==> config.mk <==
export PLATFORM = sky130hd
export DESIGN_NAME = dac_ctrl_top
export DESIGN_NICKNAME = d
export VERILOG_FILES = /design/src/logic/dac_spi_pkg.sv /design/src/logic/dac_regs_pkg.sv /design/src/logic/dac_reg_if.sv /design/src/logic/dac_ctrl_top.sv /design/src/logic/dac_spi_shifter.sv /design/src/logic/dac_update_seq.sv /design/src/logic/avmm_reg_slave.sv
export VERILOG_INCLUDE_DIRS = /design/src /design/src/logic
export SDC_FILE = /design/constraint.sdc
export NUM_CORES = 1
export LEC_CHECK = 0
export ABC_AREA = 1
export BUFFER_PORTS_ARGS = -buffer_cell sky130_fd_sc_hd__buf_2
export CORE_MARGIN = 2
export CORE_UTILIZATION = 50
export DETAILED_ROUTE_END_ITERATION = 8
export PLACE_DENSITY = 0.75
export SLEW_MARGIN = 10
export SYNTH_ARGS = -nofsm -noshare
export SYNTH_HDL_FRONTEND = slang
export SYNTH_SLANG_ARGS = --single-unit
export TNS_END_PERCENT = 50
==> constraint.sdc <==
create_clock -name clk_ifc -period 2.45 [get_ports clk_ifc]
set_clock_uncertainty 0.1 [all_clocks]
set_input_delay 0.1225 -clock clk_ifc [delete_from_list [all_inputs] [get_ports clk_ifc]]
set_output_delay 0.1225 -clock clk_ifc [all_outputs]
set_load 0.005 [all_outputs]
==> src/logic/dac_ctrl_config.svh <==
//////////////////////////////////////////////////////////////////////
// AD5601 DAC controller configuration
//////////////////////////////////////////////////////////////////////

`ifndef DAC_CTRL_CONFIG_SVH
`define DAC_CTRL_CONFIG_SVH

// bus geometry
`define DAC_ADDR_WIDTH      8       // byte address
`define DAC_DATA_WIDTH      32

// AD5601 frame layout
`define DAC_FRAME_BITS      16
`define DAC_CODE_BITS       8
`define DAC_CODE_LSB        6       // code sits in frame bits 13:6

// identification
`define DAC_MODULE_ID       16'hda56
`define DAC_MODULE_VERSION  16'h0001

// normal power mode, mid-scale code
`define DAC_DEFAULT         16'h2000

// clocks per sclk half period
`define DAC_SCLK_DIV        2

`endif
==> src/logic/dac_spi_pkg.sv <==
//////////////////////////////////////////////////////////////////////
// AD5601 frame and sequencer types
//////////////////////////////////////////////////////////////////////

`include "dac_ctrl_config.svh"

package dac_spi_pkg;

    typedef logic [`DAC_FRAME_BITS-1:0] dac_frame_t;
    typedef logic [`DAC_CODE_BITS-1:0]  dac_code_t;

    // frame bits 15:14
    typedef enum logic [1:0] {
        PM_NORMAL   = 2'b00,
        PM_PD_1K    = 2'b01,   // 1k to ground
        PM_PD_100K  = 2'b10,   // 100k to ground
        PM_PD_HIZ   = 2'b11    // three-state
    } power_mode_e;

    typedef enum logic [1:0] {
        IDLE,
        START_AFTER_RESET,
        SEND
    } seq_state_e;

endpackage

==> src/logic/dac_regs_pkg.sv <==
//////////////////////////////////////////////////////////////////////
// DAC controller register map types
//////////////////////////////////////////////////////////////////////

`include "dac_ctrl_config.svh"

package dac_regs_pkg;

    // bus word and the register width
    typedef logic [`DAC_DATA_WIDTH-1:0] reg_word_t;

    typedef logic [`DAC_ADDR_WIDTH-1:0] bus_addr_t;   // byte address
    typedef logic [`DAC_ADDR_WIDTH-3:0] word_addr_t;  // 32-bit word index

    //////////////////////////////////////////////////////////////////////
    // register map
    //////////////////////////////////////////////////////////////////////

    typedef enum word_addr_t {
        VERSION_ID   = 0,
        NUM_REGS     = 1,
        DEVICE_STATE = 2,
        DAC_REG      = 3,
        EN_AVMM_CTRL = 4,
        TOTAL_REGS   = 5   // first undefined index
    } reg_addr_e;

    // Avalon-MM response codes
    typedef enum logic [1:0] {
        OKAY        = 2'd0,
        SLAVE_ERROR = 2'd2
    } avmm_resp_e;

endpackage

==> src/logic/dac_reg_if.sv <==
//////////////////////////////////////////////////////////////////////
// Register slave to sequencer link
//////////////////////////////////////////////////////////////////////

`timescale 1ns/10ps

interface dac_reg_if;
    import dac_spi_pkg::*;

    logic       update;     // one-cycle pulse
    dac_frame_t frame;      // valid with update
    logic       busy;
    logic       init_done;

    modport reg_side (
        output update,
        output frame,
        input  busy,
        input  init_done
    );

    modport seq_side (
        input  update,
        input  frame,
        output busy,
        output init_done
    );

endinterface

==> src/logic/dac_ctrl_top.sv <==
//////////////////////////////////////////////////////////////////////
// AD5601 DAC controller top level
//////////////////////////////////////////////////////////////////////

`timescale 1ns/10ps
`include "dac_ctrl_config.svh"

module dac_ctrl_top (
    input  var logic                         clk_ifc,
    input  var logic                         set_default_on_reset,
    input  var dac_regs_pkg::bus_addr_t      avmm_address,
    input  var logic                         avmm_read,
    input  var logic                         avmm_write,
    input  var dac_regs_pkg::reg_word_t      avmm_writedata,
    input  var logic [`DAC_DATA_WIDTH/8-1:0] avmm_byteenable,
    output var logic                         avmm_waitrequest,
    output var dac_regs_pkg::reg_word_t      avmm_readdata,
    output var logic                         avmm_readdatavalid,
    output var logic                         avmm_writeresponsevalid,
    output var dac_regs_pkg::avmm_resp_e     avmm_response,
    input  var logic                         en_avmm_ctrl,
    input  var dac_spi_pkg::dac_code_t       dac_data_in,
    input  var logic                         dac_data_in_valid_stb,
    output var logic                         dac_data_in_updated_stb,
    output var logic                         initdone,
    output var logic                         sclk,
    output var logic                         sync_n,
    output var logic                         sdin
);

    logic                    spi_req;
    logic                    spi_ack;
    dac_spi_pkg::dac_frame_t spi_frame;

    dac_reg_if dac_if ();

    assign initdone = dac_if.init_done;

    avmm_reg_slave avmm_reg_slave_inst (
        .clk_ifc                 (clk_ifc),
        .set_default_on_reset    (set_default_on_reset),
        .avmm_address            (avmm_address),
        .avmm_read               (avmm_read),
        .avmm_write              (avmm_write),
        .avmm_writedata          (avmm_writedata),
        .avmm_byteenable         (avmm_byteenable),
        .avmm_waitrequest        (avmm_waitrequest),
        .avmm_readdata           (avmm_readdata),
        .avmm_readdatavalid      (avmm_readdatavalid),
        .avmm_writeresponsevalid (avmm_writeresponsevalid),
        .avmm_response           (avmm_response),
        .en_avmm_ctrl            (en_avmm_ctrl),
        .dac_data_in             (dac_data_in),
        .dac_data_in_valid_stb   (dac_data_in_valid_stb),
        .dac                     (dac_if.reg_side)
    );

    dac_update_seq dac_update_seq_inst (
        .clk_ifc                 (clk_ifc),
        .set_default_on_reset    (set_default_on_reset),
        .spi_ack                 (spi_ack),
        .spi_req                 (spi_req),
        .spi_frame               (spi_frame),
        .dac_data_in_updated_stb (dac_data_in_updated_stb),
        .dac                     (dac_if.seq_side)
    );

    dac_spi_shifter dac_spi_shifter_inst (
        .clk_ifc                 (clk_ifc),
        .set_default_on_reset    (set_default_on_reset),
        .spi_req                 (spi_req),
        .spi_frame               (spi_frame),
        .spi_ack                 (spi_ack),
        .sclk                    (sclk),
        .sync_n                  (sync_n),
        .sdin                    (sdin)
    );

endmodule

==> src/logic/dac_spi_shifter.sv <==
//////////////////////////////////////////////////////////////////////
// AD5601 SPI serializer
//////////////////////////////////////////////////////////////////////

`timescale 1ns/10ps
`include "dac_ctrl_config.svh"

module dac_spi_shifter (
    input  var logic                    clk_ifc,
    input  var logic                    set_default_on_reset,
    input  var logic                    spi_req,
    input  var dac_spi_pkg::dac_frame_t spi_frame,
    output var logic                    spi_ack,
    output var logic                    sclk,
    output var logic                    sync_n,
    output var logic                    sdin
);
    import dac_spi_pkg::*;

    logic [$clog2(`DAC_SCLK_DIV+1)-1:0] div_cnt;
    logic [$clog2(`DAC_FRAME_BITS)-1:0] bit_cnt;
    logic                               active;
    logic                               done;      // sync_n just went back high
    logic                               tick;      // end of a half period
    logic                               start;
    dac_frame_t                         shreg;

    assign tick  = (div_cnt == `DAC_SCLK_DIV - 1);
    assign start = ~active & ~done & spi_req & ~spi_ack;
    assign sdin  = shreg[`DAC_FRAME_BITS-1];   // MSB first

    //////////////////////////////////////////////////////////////////////
    // sclk, sync_n and handshake
    //////////////////////////////////////////////////////////////////////

    always_ff @(posedge clk_ifc) begin
        if (set_default_on_reset) begin
            active  <= 1'b0;
            done    <= 1'b0;
            spi_ack <= 1'b0;
            sclk    <= 1'b1;
            sync_n  <= 1'b1;
            div_cnt <= '0;
            bit_cnt <= '0;
        end else begin
            done <= 1'b0;
            if (!active) begin
                div_cnt <= '0;
                bit_cnt <= '0;
                if (done) begin
                    spi_ack <= 1'b1;
                end else if (spi_ack && !spi_req) begin
                    spi_ack <= 1'b0;
                end else if (start) begin
                    active <= 1'b1;
                    sync_n <= 1'b0;    // sclk stays high for the first half
                end
            end else begin
                div_cnt <= tick ? '0 : div_cnt + 1'b1;
                if (tick) begin
                    if (sclk) begin
                        sclk <= 1'b0;  // DAC samples here
                    end else begin
                        sclk <= 1'b1;
                        if (bit_cnt == `DAC_FRAME_BITS - 1) begin
                            active <= 1'b0;
                            sync_n <= 1'b1;
                            done   <= 1'b1;
                        end else begin
                            bit_cnt <= bit_cnt + 1'b1;
                        end
                    end
                end
            end
        end
    end

    // shift on the rising sclk edge so sdin moves while sclk is high
    always_ff @(posedge clk_ifc) begin
        if (start) begin
            shreg <= spi_frame;
        end else if (active && tick && !sclk) begin
            shreg <= shreg << 1;
        end
    end

endmodule

==> src/logic/dac_update_seq.sv <==
//////////////////////////////////////////////////////////////////////
// DAC update sequencer
//////////////////////////////////////////////////////////////////////

`timescale 1ns/10ps
`include "dac_ctrl_config.svh"

module dac_update_seq (
    input  var logic                    clk_ifc,
    input  var logic                    set_default_on_reset,
    input  var logic                    spi_ack,
    output var logic                    spi_req,
    output var dac_spi_pkg::dac_frame_t spi_frame,
    output var logic                    dac_data_in_updated_stb,
    dac_reg_if.seq_side                 dac
);
    import dac_spi_pkg::*;

    seq_state_e state;
    logic       ack_q;
    logic       ack_rise;
    logic       pending;       // update seen during a transfer
    logic       launch_next;
    dac_frame_t pend_frame;    // latest value while pending

    assign ack_rise    = spi_ack & ~ack_q;
    assign dac.busy    = (state != IDLE);

    // handshake back to zero, and something left to send
    assign launch_next = (state == SEND) & ~spi_req & ~spi_ack & (pending | dac.update);

    always_ff @(posedge clk_ifc) begin
        if (set_default_on_reset) begin
            state                   <= START_AFTER_RESET;
            spi_req                 <= 1'b0;
            pending                 <= 1'b0;
            ack_q                   <= 1'b0;
            dac_data_in_updated_stb <= 1'b0;
            dac.init_done           <= 1'b0;
        end else begin
            ack_q                   <= spi_ack;
            dac_data_in_updated_stb <= ack_rise;
            if (ack_rise) begin
                dac.init_done <= 1'b1;   // first finished frame
            end

            case (state)
                START_AFTER_RESET: begin
                    spi_req <= 1'b1;
                    state   <= SEND;
                    if (dac.update) begin
                        pending <= 1'b1;
                    end
                end
                IDLE: begin
                    if (dac.update) begin
                        spi_req <= 1'b1;
                        state   <= SEND;
                    end
                end
                SEND: begin
                    if (spi_req && spi_ack) begin
                        spi_req <= 1'b0;
                    end else if (launch_next) begin
                        spi_req <= 1'b1;
                        pending <= 1'b0;
                    end else if (!spi_req && !spi_ack) begin
                        state <= IDLE;
                    end
                    if (dac.update && !launch_next) begin
                        pending <= 1'b1;
                    end
                end
                default: state <= IDLE;
            endcase
        end
    end

    // frame payload, held while spi_req is up
    always_ff @(posedge clk_ifc) begin
        if (dac.update) begin
            pend_frame <= dac.frame;
        end
        if (state == START_AFTER_RESET) begin
            spi_frame <= `DAC_DEFAULT;
        end else if (state == IDLE && dac.update) begin
            spi_frame <= dac.frame;
        end else if (launch_next) begin
            spi_frame <= dac.update ? dac.frame : pend_frame;  // newest wins
        end
    end

endmodule

==> src/logic/avmm_reg_slave.sv <==
//////////////////////////////////////////////////////////////////////
// Avalon-MM register slave
//////////////////////////////////////////////////////////////////////

`timescale 1ns/10ps
`include "dac_ctrl_config.svh"

module avmm_reg_slave (
    input  var logic                         clk_ifc,
    input  var logic                         set_default_on_reset,
    input  var dac_regs_pkg::bus_addr_t      avmm_address,
    input  var logic                         avmm_read,
    input  var logic                         avmm_write,
    input  var dac_regs_pkg::reg_word_t      avmm_writedata,
    input  var logic [`DAC_DATA_WIDTH/8-1:0] avmm_byteenable,
    output var logic                         avmm_waitrequest,
    output var dac_regs_pkg::reg_word_t      avmm_readdata,
    output var logic                         avmm_readdatavalid,
    output var logic                         avmm_writeresponsevalid,
    output var dac_regs_pkg::avmm_resp_e     avmm_response,
    input  var logic                         en_avmm_ctrl,
    input  var dac_spi_pkg::dac_code_t       dac_data_in,
    input  var logic                         dac_data_in_valid_stb,
    dac_reg_if.reg_side                      dac
);
    import dac_regs_pkg::*;
    import dac_spi_pkg::*;

    word_addr_t word_addr;
    logic       undefined;
    logic       rd_acc;
    logic       wr_acc;
    logic       dac_wr;        // bus write into DAC_REG
    logic       stream_wr;     // stream code into bits 13:6
    dac_frame_t dac_reg;
    reg_word_t  rd_word;

    // byte lanes only cover the low 16 bits
    function automatic dac_frame_t mask_lanes(
        input dac_frame_t                   cur,
        input reg_word_t                    wdata,
        input logic [`DAC_DATA_WIDTH/8-1:0] be
    );
        dac_frame_t res;
        res = cur;
        for (int i = 0; i < `DAC_FRAME_BITS/8; i++) begin
            if (be[i]) begin
                res[i*8 +: 8] = wdata[i*8 +: 8];
            end
        end
        return res;
    endfunction

    //////////////////////////////////////////////////////////////////////
    // decode
    //////////////////////////////////////////////////////////////////////

    assign word_addr = avmm_address[`DAC_ADDR_WIDTH-1:2];
    assign undefined = (word_addr >= TOTAL_REGS);

    // nothing is taken while waitrequest is still up
    assign rd_acc    = avmm_read & ~avmm_waitrequest;
    assign wr_acc    = avmm_write & ~avmm_waitrequest;

    assign dac_wr    = wr_acc & en_avmm_ctrl & (word_addr == DAC_REG);
    assign stream_wr = dac_data_in_valid_stb & ~en_avmm_ctrl;

    assign dac.frame = dac_reg;

    always_comb begin
        case (word_addr)
            VERSION_ID:   rd_word = {`DAC_MODULE_VERSION, `DAC_MODULE_ID};
            NUM_REGS:     rd_word = reg_word_t'(TOTAL_REGS);
            DEVICE_STATE: rd_word = reg_word_t'({dac.busy, dac.init_done});
            DAC_REG:      rd_word = reg_word_t'(dac_reg);
            EN_AVMM_CTRL: rd_word = reg_word_t'(en_avmm_ctrl);
            default:      rd_word = '0;    // undefined reads as zero
        endcase
    end

    //////////////////////////////////////////////////////////////////////
    // control and register storage
    //////////////////////////////////////////////////////////////////////

    always_ff @(posedge clk_ifc) begin
        if (set_default_on_reset) begin
            avmm_waitrequest        <= 1'b1;
            avmm_readdatavalid      <= 1'b0;
            avmm_writeresponsevalid <= 1'b0;
            dac.update              <= 1'b0;
            dac_reg                 <= `DAC_DEFAULT;
        end else begin
            avmm_waitrequest        <= 1'b0;
            avmm_readdatavalid      <= rd_acc;
            avmm_writeresponsevalid <= wr_acc;
            dac.update              <= dac_wr | stream_wr;   // lines up with the response

            if (dac_wr) begin
                dac_reg <= mask_lanes(dac_reg, avmm_writedata, avmm_byteenable);
            end else if (stream_wr) begin
                dac_reg[`DAC_CODE_LSB +: `DAC_CODE_BITS] <= dac_data_in;
            end
        end
    end

    // read data and response
    always_ff @(posedge clk_ifc) begin
        if (rd_acc) begin
            avmm_readdata <= rd_word;
            avmm_response <= undefined ? SLAVE_ERROR : OKAY;
        end else if (wr_acc) begin
            avmm_response <= undefined ? SLAVE_ERROR : OKAY;  // read-only silently OKAY
        end
    end

endmodule

**After elaboration in Yosys (flattened, before gate mapping)**

Cells that the tools add are included.

- Register bits: 120
- Latch bits: 0
- Bits in writable memories: 0
- ROM bits: 0
- Bits of input ports: 58
- Logic and storage cells: 157
- Memories kept: 0

- Add/sub/neg operators: 2
- Multipliers: 0
- Div/mod/pow operators: 0
- $lt $le $gt $ge: 1
- Eq/ne operators: 23
- Shifts and indexed selects: 0
- Mux-type cells: 45
- Bitwise gates (word level): 24
- Reductions and logical operators: 36

Operator list:

| operator | number |
|---|---|
| $pmux 17 s5 | 1 |
| $mux 16 | 5 |
| $mux 1 | 25 |
| $mux 8 | 3 |
| $ne 2x2->1 const B | 10 |
| $reduce_bool 2->1 | 8 |
| $mux 2 | 7 |
| $and 1x1->1 | 12 |
| $eq 6x2->1 const B | 2 |
| $reduce_and 2->1 | 6 |
| $not 1->1 | 10 |
| $reduce_and 4->1 | 2 |
| $logic_and 1x1->1 | 7 |
| $eq 6x1->1 const B | 1 |
| $eq 6x3->1 const B | 1 |
| $ge 6x3->1 const B | 1 |
| $logic_not 6->1 | 1 |
| $mux 6 | 1 |
| $ne 3x2->1 const B | 2 |
| $pmux 2 s3 | 1 |
| $reduce_and 3->1 | 2 |
| $reduce_and 6->1 | 1 |
| $add 4x1->4 const B | 1 |
| $eq 2x1->1 const B | 2 |
| 14 further kinds | 19 |

**Logic depth before layout (Yosys ltp)**

Gate-level depths: netlist (run 1).

- Word-level depth: 8
- Mapped depth: 9
- Gate-level depth less buffers: 8

**Modules after synthesis**

Synthesis (run 1) repeated with hierarchy kept, for this count alone.

- Cells, all modules: 560
- Area total of the unflattened synthesis: 4749.6 um^2

By module, submodules not included:

| module | times used | cells each | area each (um^2) |
|---|---|---|---|
| avmm_reg_slave | 1 | 206 | 1824.2 |
| dac_update_seq | 1 | 219 | 1651.6 |
| dac_spi_shifter | 1 | 135 | 1273.7 |

**Least setup slack after synthesis (run 1)**

OpenSTA, ideal clock, no wires.

- Path type: register to register
- Start point: reg dac_spi_shifter_inst.active
- End point: reg dac_spi_shifter_inst.shreg[0] (enable)
- Setup time: 0.364 ns
- Data arrival time: 1.163 ns
- Path slack: 0.823 ns
- Stages on the path, launching flop included: 5
- Buffers on the path: 1
- Cells stage by stage: dfxtp_1 nor2_1 nand3_1 clkbuf_1 nand2_1

- Cells in the longest elaborated chain, start to end: 5
- Elaborated cells on any way between the ends: 7
- Those cells by class: 4 x bitwise; 3 x reduce/logical

Ends and longest elaborated chain:

| element | RTL line | text |
|---|---|---|
| start, declared | dac_spi_shifter.sv:22 | `logic active;` |
| start signal, assigned | dac_spi_shifter.sv:38 | `active <= 1'b0;` |
| start signal, assigned | dac_spi_shifter.sv:55 | `active <= 1'b1;` |
| start signal, assigned | dac_spi_shifter.sv:66 | `active <= 1'b0;` |
| $not 1->1 (no source line) | -- |  |
| $and 1x1->1 (3 in series) | dac_spi_shifter.sv:29 | `assign start = ~active & ~done & spi_req & ~spi_ack;` |
| $reduce_bool 2->1 (no source line) * | -- |  |
| end signal, assigned | dac_spi_shifter.sv:81 | `shreg <= spi_frame;` |
| end signal, assigned | dac_spi_shifter.sv:83 | `shreg <= shreg << 1;` |
| end, declared | dac_spi_shifter.sv:26 | `dac_frame_t shreg;` |

Every way passes the cells marked *; elsewhere a longest branch is shown, timed or not.
A chain may end at the register's enable or synchronous reset.

==> results.json, run 1 <==
{
  "status": "completed",
  "crit_family": "buffers and inverters",
  "grt_antenna_before_repair": 0,
  "worstPathMaxFanout": 22,
  "drive_gt1_share_pct": 17.1,
  "synth_most_common_cell": "nand2_1",
  "ys_warn_count": 0,
  "die_area_um2": 9150,
  "syn_area_um2": 4200,
  "max_cap_viol_count": 0,
  "instances_no_fill": 677,
  "coreArea_um2": 8180,
  "initial_core_util_pct": 51.4,
  "netlist_top_cells_area": "dfxtp_1 33%, edfxtp_1 24%, nand2_1 9.8%, o21ai_0 6.3%, nor2_1 6.1%",
  "rsz0062_at_grt": "no",
  "ys_top_cells_by_count": "110 x nand2_1, 70 x dfxtp_1, 68 x nor2_1, 53 x o21ai_0, 39 x inv_1",
  "drc": 0,
  "vdd_drop_max_mv": 0.422,
  "switchingPower_uw": 812,
  "switching_share_pct": 24.9,
  "ant_nets": 0,
  "async_reset_ff_share_pct": 0,
  "grt_use_total_pct": 19.8,
  "synth-edff-count": 34,
  "antenna_cells": 0,
  "syn_to_final_growth_pct": 17.0,
  "drt-total-wl_mm": 8.37,
  "wl_met3_um": 319,
  "critical_path_class": "primary input to flip-flop",
  "top_layer": "met4",
  "overflow": 0,
  "power_leakage_nw": 2.20,
  "tns_ns": 0,
  "drtPass1Iterations": 4,
  "clk_pin_slew_ns": 0.11,
  "maxSlewViolCount": 0,
  "die_w_um": 95.7,
  "crit_buf_inv": 4,
  "worstPathCellList": "dlygate4sd3_1 -> buf_2 -> inv_1 -> o21ai_0 -> a21oi_1 -> dlygate4sd3_1",
  "cp-end-kind": "flip-flop",
  "final_hold_viol_count": 0,
  "cp.arrival_ns": 2.33,
  "die_h_um": 95.7,
  "setup_viol": 0,
  "clockBufferDepth": 2,
  "fmax_ghz": 0.473,
  "wl_met1_mm": 3.76,
  "fin_nets": 627,
  "grt_pass1_vias": 3206,
  "grt_pass1_wl_mm": 13.9,
  "slowest_stage": "inv_1",
  "startpoint_type": "primary input",
  "cts_resized": 0,
  "drtIter0Drc": 184,
  "yosysSeqAreaShare_pct": 57.7,
  "seq_power_share_pct": 59.1,
  "port-buffer-count": 63,
  "total_power_mw": 3.26,
  "synth_ff_type": "dfxtp_1",
  "tightest_slew_ns": 0.806,
  "period_minus_slack_ns": 2.11,
  "synth_cell_type_count": 35,
  "io-pin-count": 100,
  "wl_per_cell_um": 12.4,
  "internal-power_mw": 2.45,
  "dr_wl_met2_mm": 4.08,
  "hpwl_mm": 5.82,
  "hold_path_class": "primary input to flip-flop",
  "clock_latency_ns": 0.37,
  "synth_top_cell_by_area": "dfxtp_1",
  "cts_sinks": 104,
  "p_clk_share_pct": 31.0,
  "placement.cell_area_um2": 4510,
  "synth_top_cell_area_share_pct": 33.4,
  "htreeDepth": 3,
  "cp_common_cell": "dlygate4sd3_1",
  "n_fill_cell": 734,
  "combinationalPowerShare_pct": 9.9,
  "cp_slowest_stage_delay_ns": 0.55,
  "syn_area_per_cell_um2": 8.62,
  "whs_ns": 0.0131,
  "cts_tree": "done",
  "period_share_pct": 86.3,
  "vias": 3326,
  "rows": 33,
  "ys_ff_latch": 104,
  "cts_root_buffer": "clkbuf_8",
  "required_ns": 2.67,
  "grt_max_degree": 34,
  "vias_per_cell": 4.91,
  "max_slew_margin_pct": 46.2,
  "cts_buffers": 9,
  "powerDensity_nw_per_um2": 664,
  "dp_cells": 640,
  "final_cell_area_um2": 4910,
  "gp_congestion": 0.847,
  "syn_inst": 487
}
[layout make-up]
cell class	count	area [um2]	area share [%]
Clock inverter	5	37.5	0.764
Inverter	44	165	3.36
Timing Repair Buffer	87	548	11.2
Multi-Input combinational cell	321	1460	29.6
Sequential cell	104	2420	49.3
Clock buffer	11	153	3.11
Tap cell	105	131	2.67
[tightest hold or removal path, stage by stage]
cell	delay [ns]
buf_2	0.08
nand3_1	0.06
nand2_1	0.07
nor2_1	0.04
nor2_1	0.07
[logic make-up (layout without fill, tap and decap cells)]
group	after synthesis	in the layout	synth area share (%)
other	1	16	0.0893
adders and majority gates	2	2	0.596
xor gates and xnor gates	1	1	0.209
buffers and inverters	77	147	9.00
AOI/OAI and AO/OA	79	79	9.95
DFF	104	104	57.7
and+or+nand+nor	223	223	22.5
[final timing paths]
check | depth (start not counted) | from | to | slack (ns)
worst min-delay path | 5 | avmm_writedata[12] | avmm_reg_slave_inst.dac.frame[12] | 0.01
worst min register to register | 1 | dac_spi_shifter_inst.div_cnt[0] | dac_spi_shifter_inst.div_cnt[0] | 0.34
worst max register to register | 10 | avmm_reg_slave_inst.avmm_waitrequest | avmm_reg_slave_inst.dac.frame[11] | 0.39
worst max-delay path | 6 | set_default_on_reset | avmm_reg_slave_inst.dac.frame[14] | 0.34
[layer usage]
metal	GRT usage, %	vias to the layer above
li1	-	1699
met1	23.4	1534
met2	34.2	74
met3	5.22	19
met4	7.62	0
met5	0	-
[power by group through the flow]
stage / clock network (mW) / registers, mW / logic, mW
after floorplan: 0 / 1.96 / 0.219
after global placement: 0 / 1.96 / 0.285
after detailed placement: 0 / 1.97 / 0.296
after CTS: 1.04 / 1.93 / 0.323
after global routing: 1.10 / 1.94 / 0.374
final: 1.01 / 1.93 / 0.323
[through the flow]
stage	setup WS (ns)	util, %
2_1_floorplan	0.823	-
3_3_place_gp	0.788	55.2
3_5_place_dp	0.730	55.2
4_1_cts	0.365	60.1
5_1_grt	0.216	60.1
6_report	0.336	60.1
[repair_timing]
item	4_1_cts	5_1_grt
hold endpoints to repair	22	0
hold buffers	21	0
setup endpoints to repair	0	0
setup buffers	0	0
[placed cells by master (no fill, tap or decap), types with 3 or more instances in the layout]
cell type / n
nand2_1: 110
dfxtp_1: 70
nor2_1: 68
buf_2: 63
o21ai_0: 53
inv_1: 39
edfxtp_1: 34
nand3_1: 24
dlygate4sd3_1: 21
a21oi_1: 17
conb_1: 16
clkbuf_8: 9
nor3_1: 6
inv_2: 5
nand2_2: 4
nand3_2: 3
buf_4: 3
[registers in the layout (all words and copies together) (netlist names), 2 cells and up]
signal / flops
dac_spi_shifter_inst.shreg: 16
dac_spi_shifter_inst.div_cnt: 2
dac_spi_shifter_inst.bit_cnt: 4
dac_update_seq_inst.pend_frame: 16
dac_update_seq_inst.spi_frame: 16
avmm_reg_slave_inst.avmm_readdata: 17
dac_update_seq_inst.state: 2
avmm_reg_slave_inst.dac.frame: 16
Power figures use the tool's default switching activity.
==> run 2: changes to the inputs <==
--- a/config.mk
+++ b/config.mk
@@ -8,10 +8,12 @@
 export LEC_CHECK = 0
 export ABC_AREA = 1
 export BUFFER_PORTS_ARGS = -buffer_cell sky130_fd_sc_hd__buf_2
+export CELL_PAD_IN_SITES_DETAIL_PLACEMENT = 0
+export CELL_PAD_IN_SITES_GLOBAL_PLACEMENT = 1
 export CORE_MARGIN = 2
-export CORE_UTILIZATION = 50
+export CORE_UTILIZATION = 42
 export DETAILED_ROUTE_END_ITERATION = 8
-export PLACE_DENSITY = 0.75
+export PLACE_DENSITY_LB_ADDON = 0.1
 export SLEW_MARGIN = 10
 export SYNTH_ARGS = -nofsm -noshare
 export SYNTH_HDL_FRONTEND = slang
==> results.json, run 2 (synthesized netlist as in run 1, its figures left out) <==
{
  "required_ns": 2.57,
  "cp_common_cell": "nand2_1",
  "die_area_um2": 10800,
  "grt_antenna_before_repair": 0,
  "clock_latency_ns": 0.36,
  "drc": 0,
  "grt_pass1_vias": 3215,
  "hold_path_class": "primary input to flip-flop",
  "period_minus_slack_ns": 2.06,
  "n_fill_cell": 954,
  "cts_resized": 0,
  "drtPass1Iterations": 4,
  "setup_viol": 0,
  "cts_root_buffer": "clkbuf_8",
  "port-buffer-count": 63,
  "vias": 3276,
  "critical_path_class": "flip-flop to flip-flop",
  "hpwl_mm": 5.99,
  "drt-total-wl_mm": 8.37,
  "clk_pin_slew_ns": 0.09,
  "grt_pass1_wl_mm": 14.7,
  "antenna_cells": 0,
  "status": "completed",
  "drtIter0Drc": 98,
  "cts_tree": "done",
  "fmax_ghz": 0.486,
  "grt_use_total_pct": 16.7,
  "overflow": 0,
  "crit_family": "buffers and inverters",
  "whs_ns": 0.0180,
  "htreeDepth": 3,
  "period_share_pct": 84.0,
  "rsz0062_at_grt": "no",
  "cts_buffers": 9,
  "top_register": "avmm_reg_slave_inst.avmm_readdata",
  "grt_max_degree": 32,
  "final_cell_mix": "110 x nand2_1, 70 x dfxtp_1, 68 x nor2_1",
  "worstPathCellList": "inv_2 -> nand2_2 -> nor2_2 -> buf_4 -> nand3_2 -> nand2_1 -> nand2_1 -> dlygate4sd3_1 -> nand2_1 -> nand3_1",
  "initial_core_util_pct": 43.2,
  "wl_per_cell_um": 11.8,
  "ant_nets": 0,
  "syn_to_final_growth_pct": 19.5,
  "slowest_stage": "dlygate4sd3_1",
  "die_w_um": 104,
  "holdBufCountCts": 25,
  "drive_gt1_share_pct": 17.5,
  "rows": 36,
  "maxSlewViolCount": 0,
  "cp_slowest_stage_delay_ns": 0.56,
  "max_slew_margin_pct": 52.5,
  "cp-end-kind": "flip-flop",
  "powerDensity_nw_per_um2": 663,
  "max_cap_viol_count": 0,
  "fin_ws_ns": 0.393,
  "power_leakage_nw": 2.23,
  "worst-r2r-setup-slack_ns": 0.39,
  "cp.arrival_ns": 2.18,
  "worstPathMaxFanout": 11,
  "vdd_drop_max_mv": 0.348,
  "final_common_cell": "nand2_1",
  "fin_nets": 632,
  "cts_setup_buffers": 0,
  "startpoint_type": "flip-flop",
  "die_h_um": 104,
  "largest_reg_flops": 17,
  "vias_per_cell": 4.61,
  "clockBufferDepth": 2,
  "io-pin-count": 100,
  "coreArea_um2": 9730,
  "cts_sinks": 104,
  "crit_buf_inv": 3,
  "tns_ns": 0,
  "tightest_slew_ns": 0.711,
  "gp_congestion": 0.749,
  "place_ws_ns": 0.697,
  "final_hold_viol_count": 0
}
## run 2: cell types whose count changed in the layout (fill, tap and decap cells not counted), sizes merged
cell,delta
clkbuf,+2
dlygate4sd3,+4
inv,-2
buf,+1
## run 2: stage by stage
stage                     util, %  cells  area, um2  power [mW]
after floorplan                 -    502       4260        2.18
after global placement       46.8    669       4560        2.26
after detailed placement     46.8    669       4560        2.26
after CTS                    51.6    710       5020        3.37
after global routing         51.6    710       5020        3.51
final                        51.6    710       5020        3.33
## run 2: final cells by class
type / count / area [um2] / share of cell area, %
sequential: 104 / 2420 / 48.3
multi-input combinational: 321 / 1460 / 29.0
timing repair buffer: 92 / 596 / 11.9
clock buffer: 13 / 190 / 3.79
tap: 133 / 166 / 3.32
inverter: 44 / 165 / 3.29
clock inverter: 3 / 21.3 / 0.424
## run 2: tightest hold or removal path, stage by stage
cell	delay, ns
buf_2	0.07
nand3_1	0.06
nand2_1	0.07
nor2_1	0.05
nor2_1	0.07
## run 2: final timing paths
check             depth (start not counted)                                 to                            startpoint
hold reg to reg                           1    dac_spi_shifter_inst.div_cnt[0]       dac_spi_shifter_inst.div_cnt[0]
setup reg to reg                         10  avmm_reg_slave_inst.dac.frame[13]  avmm_reg_slave_inst.avmm_waitrequest
hold / removal                            5   avmm_reg_slave_inst.dac.frame[8]                     avmm_writedata[8]
setup / recovery                         10  avmm_reg_slave_inst.dac.frame[13]  avmm_reg_slave_inst.avmm_waitrequest
## run 2: metal layers
| metal | vias to the layer above | routed length [um] | global-route usage, % |
|---|---|---|---|
| li1 | 1708 | - | - |
| met1 | 1518 | 3890 | 20.7 |
| met2 | 41 | 4110 | 29.0 |
| met3 | 9 | 253 | 3.88 |
| met4 | 0 | 112 | 5.21 |
| met5 | - | 0 | 0 |
## run 2: power by group
part | switching (mW) | internal (mW) | total (mW)
Clock | 0.560 | 0.515 | 1.08
Sequential | 0.0388 | 1.89 | 1.92
Combinational | 0.194 | 0.131 | 0.325
Total | 0.793 | 2.53 | 3.33
==> run 3: changes to the inputs <==
--- a/config.mk
+++ b/config.mk
@@ -6,12 +6,12 @@
 export SDC_FILE = /design/constraint.sdc
 export NUM_CORES = 1
 export LEC_CHECK = 0
-export ABC_AREA = 1
+export ABC_AREA = 0
 export BUFFER_PORTS_ARGS = -buffer_cell sky130_fd_sc_hd__buf_2
 export CELL_PAD_IN_SITES_DETAIL_PLACEMENT = 0
 export CELL_PAD_IN_SITES_GLOBAL_PLACEMENT = 1
 export CORE_MARGIN = 2
-export CORE_UTILIZATION = 42
+export CORE_UTILIZATION = 37
 export DETAILED_ROUTE_END_ITERATION = 8
 export PLACE_DENSITY_LB_ADDON = 0.1
 export SLEW_MARGIN = 10
==> constraint.sdc (replaced) <==
create_clock -name clk_ifc -period 1.85 [get_ports clk_ifc]
set_clock_uncertainty 0.1 [all_clocks]
set_input_delay 0.0925 -clock clk_ifc [delete_from_list [all_inputs] [get_ports clk_ifc]]
set_output_delay 0.0925 -clock clk_ifc [all_outputs]
set_load 0.005 [all_outputs]
==> results.json, run 3 <==
{
  "die_h_um": 110,
  "period_minus_slack_ns": 1.69,
  "worstPathMaxFanout": 9,
  "cp.arrival_ns": 1.84,
  "initial_core_util_pct": 38.0,
  "ant_nets": 0,
  "port-buffer-count": 63,
  "crit_buf_inv": 3,
  "worstPathCellList": "dlygate4sd3_1 -> buf_2 -> inv_1 -> or4_1 -> nand3_1 -> a21oi_1",
  "cts_buffers": 9,
  "powerDensity_nw_per_um2": 813,
  "status": "completed",
  "internal-power_mw": 3.17,
  "n_fill_cell": 1043,
  "setup_viol": 0,
  "startpoint_type": "primary input",
  "io-pin-count": 100,
  "synth_cell_type_count": 42,
  "synth_top_cell_by_area": "dfxtp_1",
  "largest_reg_flops": 17,
  "drtPass1Iterations": 4,
  "clk_pin_slew_ns": 0.10,
  "drive_gt1_share_pct": 29.0,
  "cts_root_buffer": "clkbuf_8",
  "max_cap_viol_count": 0,
  "grt_pass1_wl_mm": 13.5,
  "worst-r2r-setup-slack_ns": 0.21,
  "die_w_um": 110,
  "syn_to_final_growth_pct": 24.0,
  "grt_antenna_before_repair": 0,
  "final_cell_mix": "70 x dfxtp_1, 63 x buf_2, 34 x nor2_1, 34 x edfxtp_1, 31 x mux2_2",
  "top_register": "avmm_reg_slave_inst.avmm_readdata",
  "clock_latency_ns": 0.36,
  "coreArea_um2": 10900,
  "gr-usage-met1_pct": 20.9,
  "grt_pass1_vias": 2674,
  "ys_warn_count": 0,
  "combinationalPowerShare_pct": 9.7,
  "yosysSeqAreaShare_pct": 58.5,
  "place_ws_ns": -0.0270,
  "cp-end-kind": "flip-flop",
  "p_clk_share_pct": 30.5,
  "syn_area_per_cell_um2": 11.5,
  "clockBufferDepth": 2,
  "syn_area_um2": 4140,
  "async_reset_ff_share_pct": 0,
  "grt_max_degree": 20,
  "total_power_mw": 4.17,
  "met3_usage_pct": 2.37,
  "cp_slowest_stage_delay_ns": 0.69,
  "hpwl_mm": 5.70,
  "hp-start": "avmm_address[6]",
  "htreeDepth": 3,
  "switching_share_pct": 24.1,
  "drtIter0Drc": 129,
  "fmax_ghz": 0.592,
  "syn_inst": 359,
  "slowest_stage": "or4_1",
  "antenna_cells": 0,
  "grt-busiest-layer": "met2",
  "vdd_drop_max_mv": 0.314,
  "synth_top_cell_area_share_pct": 33.9,
  "cts_resized": 0,
  "gp_congestion": 0.756,
  "ys_ff_latch": 104,
  "fin_nets": 521,
  "rows": 38,
  "r2r_start": "dac_spi_shifter_inst.active",
  "whs_ns": 0.0232,
  "use_met2_pct": 22.3,
  "required_ns": 2.00,
  "grt_use_total_pct": 14.7,
  "fin_ws_ns": 0.161,
  "maxSlewViolCount": 0,
  "synth-edff-count": 34,
  "switchingPower_mw": 1.01,
  "critical_path_class": "primary input to flip-flop",
  "final_hold_viol_count": 0,
  "drc": 0,
  "final_common_cell": "dfxtp_1",
  "die_area_um2": 12000,
  "synth_ff_type": "dfxtp_1",
  "ys_top_cells_by_count": "70 x dfxtp_1, 34 x edfxtp_1, 34 x nor2_1, 31 x mux2_2, 24 x mux2i_1",
  "seq_power_share_pct": 59.9,
  "wl_per_cell_um": 13.7,
  "crit_start": "avmm_byteenable[0]",
  "cts_tree": "done",
  "drt-total-wl_mm": 8.32,
  "cts_sinks": 104,
  "power_leakage_nw": 2.07,
  "period_share_pct": 91.3,
  "hold_path_class": "primary input to flip-flop",
  "vias_per_cell": 4.60,
  "synth_most_common_cell": "dfxtp_1",
  "crit_family": "simple AND/OR/NAND/NOR gates",
  "vias": 2788,
  "netlist_top_cells_area": "dfxtp_1 34%, edfxtp_1 25%, mux2_2 8.4%, mux2i_1 5.8%, nor2_1 3.1%",
  "overflow": 0,
  "rsz0062_at_grt": "no"
}
==> run 3: cell count changes after synthesis, sizes merged, moves of 4 or more <==
cell and delta:
nand3 -16, nand2b +4, nor2b +7, a21o +7
nor2 -38, and2 +8, nand2 -94, nor3 +7
o21ai -51, a211oi +4, mux2i +24, inv -38
mux2 +31
==> run 3: worst paths after layout <==
path / cells past startpoint / endpoint
worst max register to register: 4 / dac_spi_shifter_inst.shreg[13]
worst min-delay path: 3 / avmm_reg_slave_inst.avmm_readdata[0]
worst max-delay path: 6 / avmm_reg_slave_inst.dac.frame[6]
worst min register to register: 1 / dac_update_seq_inst.dac_data_in_updated_stb
==> run 3: final cells by class <==
cell class | instances | area [um2] | share of cell area [%]
multi-input cells | 228 | 1540 | 30.0
well taps | 140 | 175 | 3.41
inverters | 6 | 22.5 | 0.439
flip-flops and latches | 104 | 2420 | 47.2
clock inverters | 6 | 46.3 | 0.902
repair buffers | 112 | 796 | 15.5
clock buffers | 10 | 128 | 2.49
==> run 3: routing by layer <==
layer / up-vias / wire length (um) / share of wire (%)
li1: 1428 / - / -
met1: 1283 / 4220 / 51
met2: 64 / 3650 / 44
met3: 13 / 312 / 3.7
met4: 0 / 142 / 1.7
met5: - / 0 / 0
==> run 3: worst reg2reg max path: cells and delay by family, from the launching register on <==
| family | cells | cell delay [ns] |
|---|---|---|
| buffers and inverters | 2 | 0.45 |
| flip-flops | 1 | 0.33 |
| AND/OR/NAND/NOR | 2 | 0.48 |
==> run 3: through the flow <==
step | setup TNS [ns] | cell area [um2] | std cells | utilization [%]
finish | 0 | 5130 | 606 | 47.1
global route | 0 | 5130 | 606 | 47.1
CTS | 0 | 5130 | 606 | 47.1
detailed placement | -0.0534 | 4660 | 560 | 42.8
global placement | -0.0321 | 4660 | 560 | 42.8
floorplan | 0 | 4200 | 374 | -
==> run 3: power groups by stage <==
stage	sequential, mW	clock, mW	combinational (mW)
final	2.50	1.27	0.404
after global routing	2.51	1.42	0.451
after CTS	2.50	1.32	0.407
after detailed placement	2.55	0	0.357
after global placement	2.55	0	0.354
after floorplan	2.54	0	0.244
==> run 3: cell families after synthesis <==
kind of cell / count (synthesis) / synth area share, %
other: 1 / 0.0906
adders and majority gates: 2 / 0.605
AOI/OAI and AO/OA: 45 / 7.02
buffers and inverters: 42 / 5.81
muxes: 55 / 14.2
DFF: 104 / 58.5
xor gates and xnor gates: 2 / 0.423
and+or+nand+nor: 108 / 13.3
==> run 3: what timing repair did <==
item,4_1_cts,5_1_grt
setup buffers,0,0
endpoints found under the hold margin,26,0
hold buffers,30,0
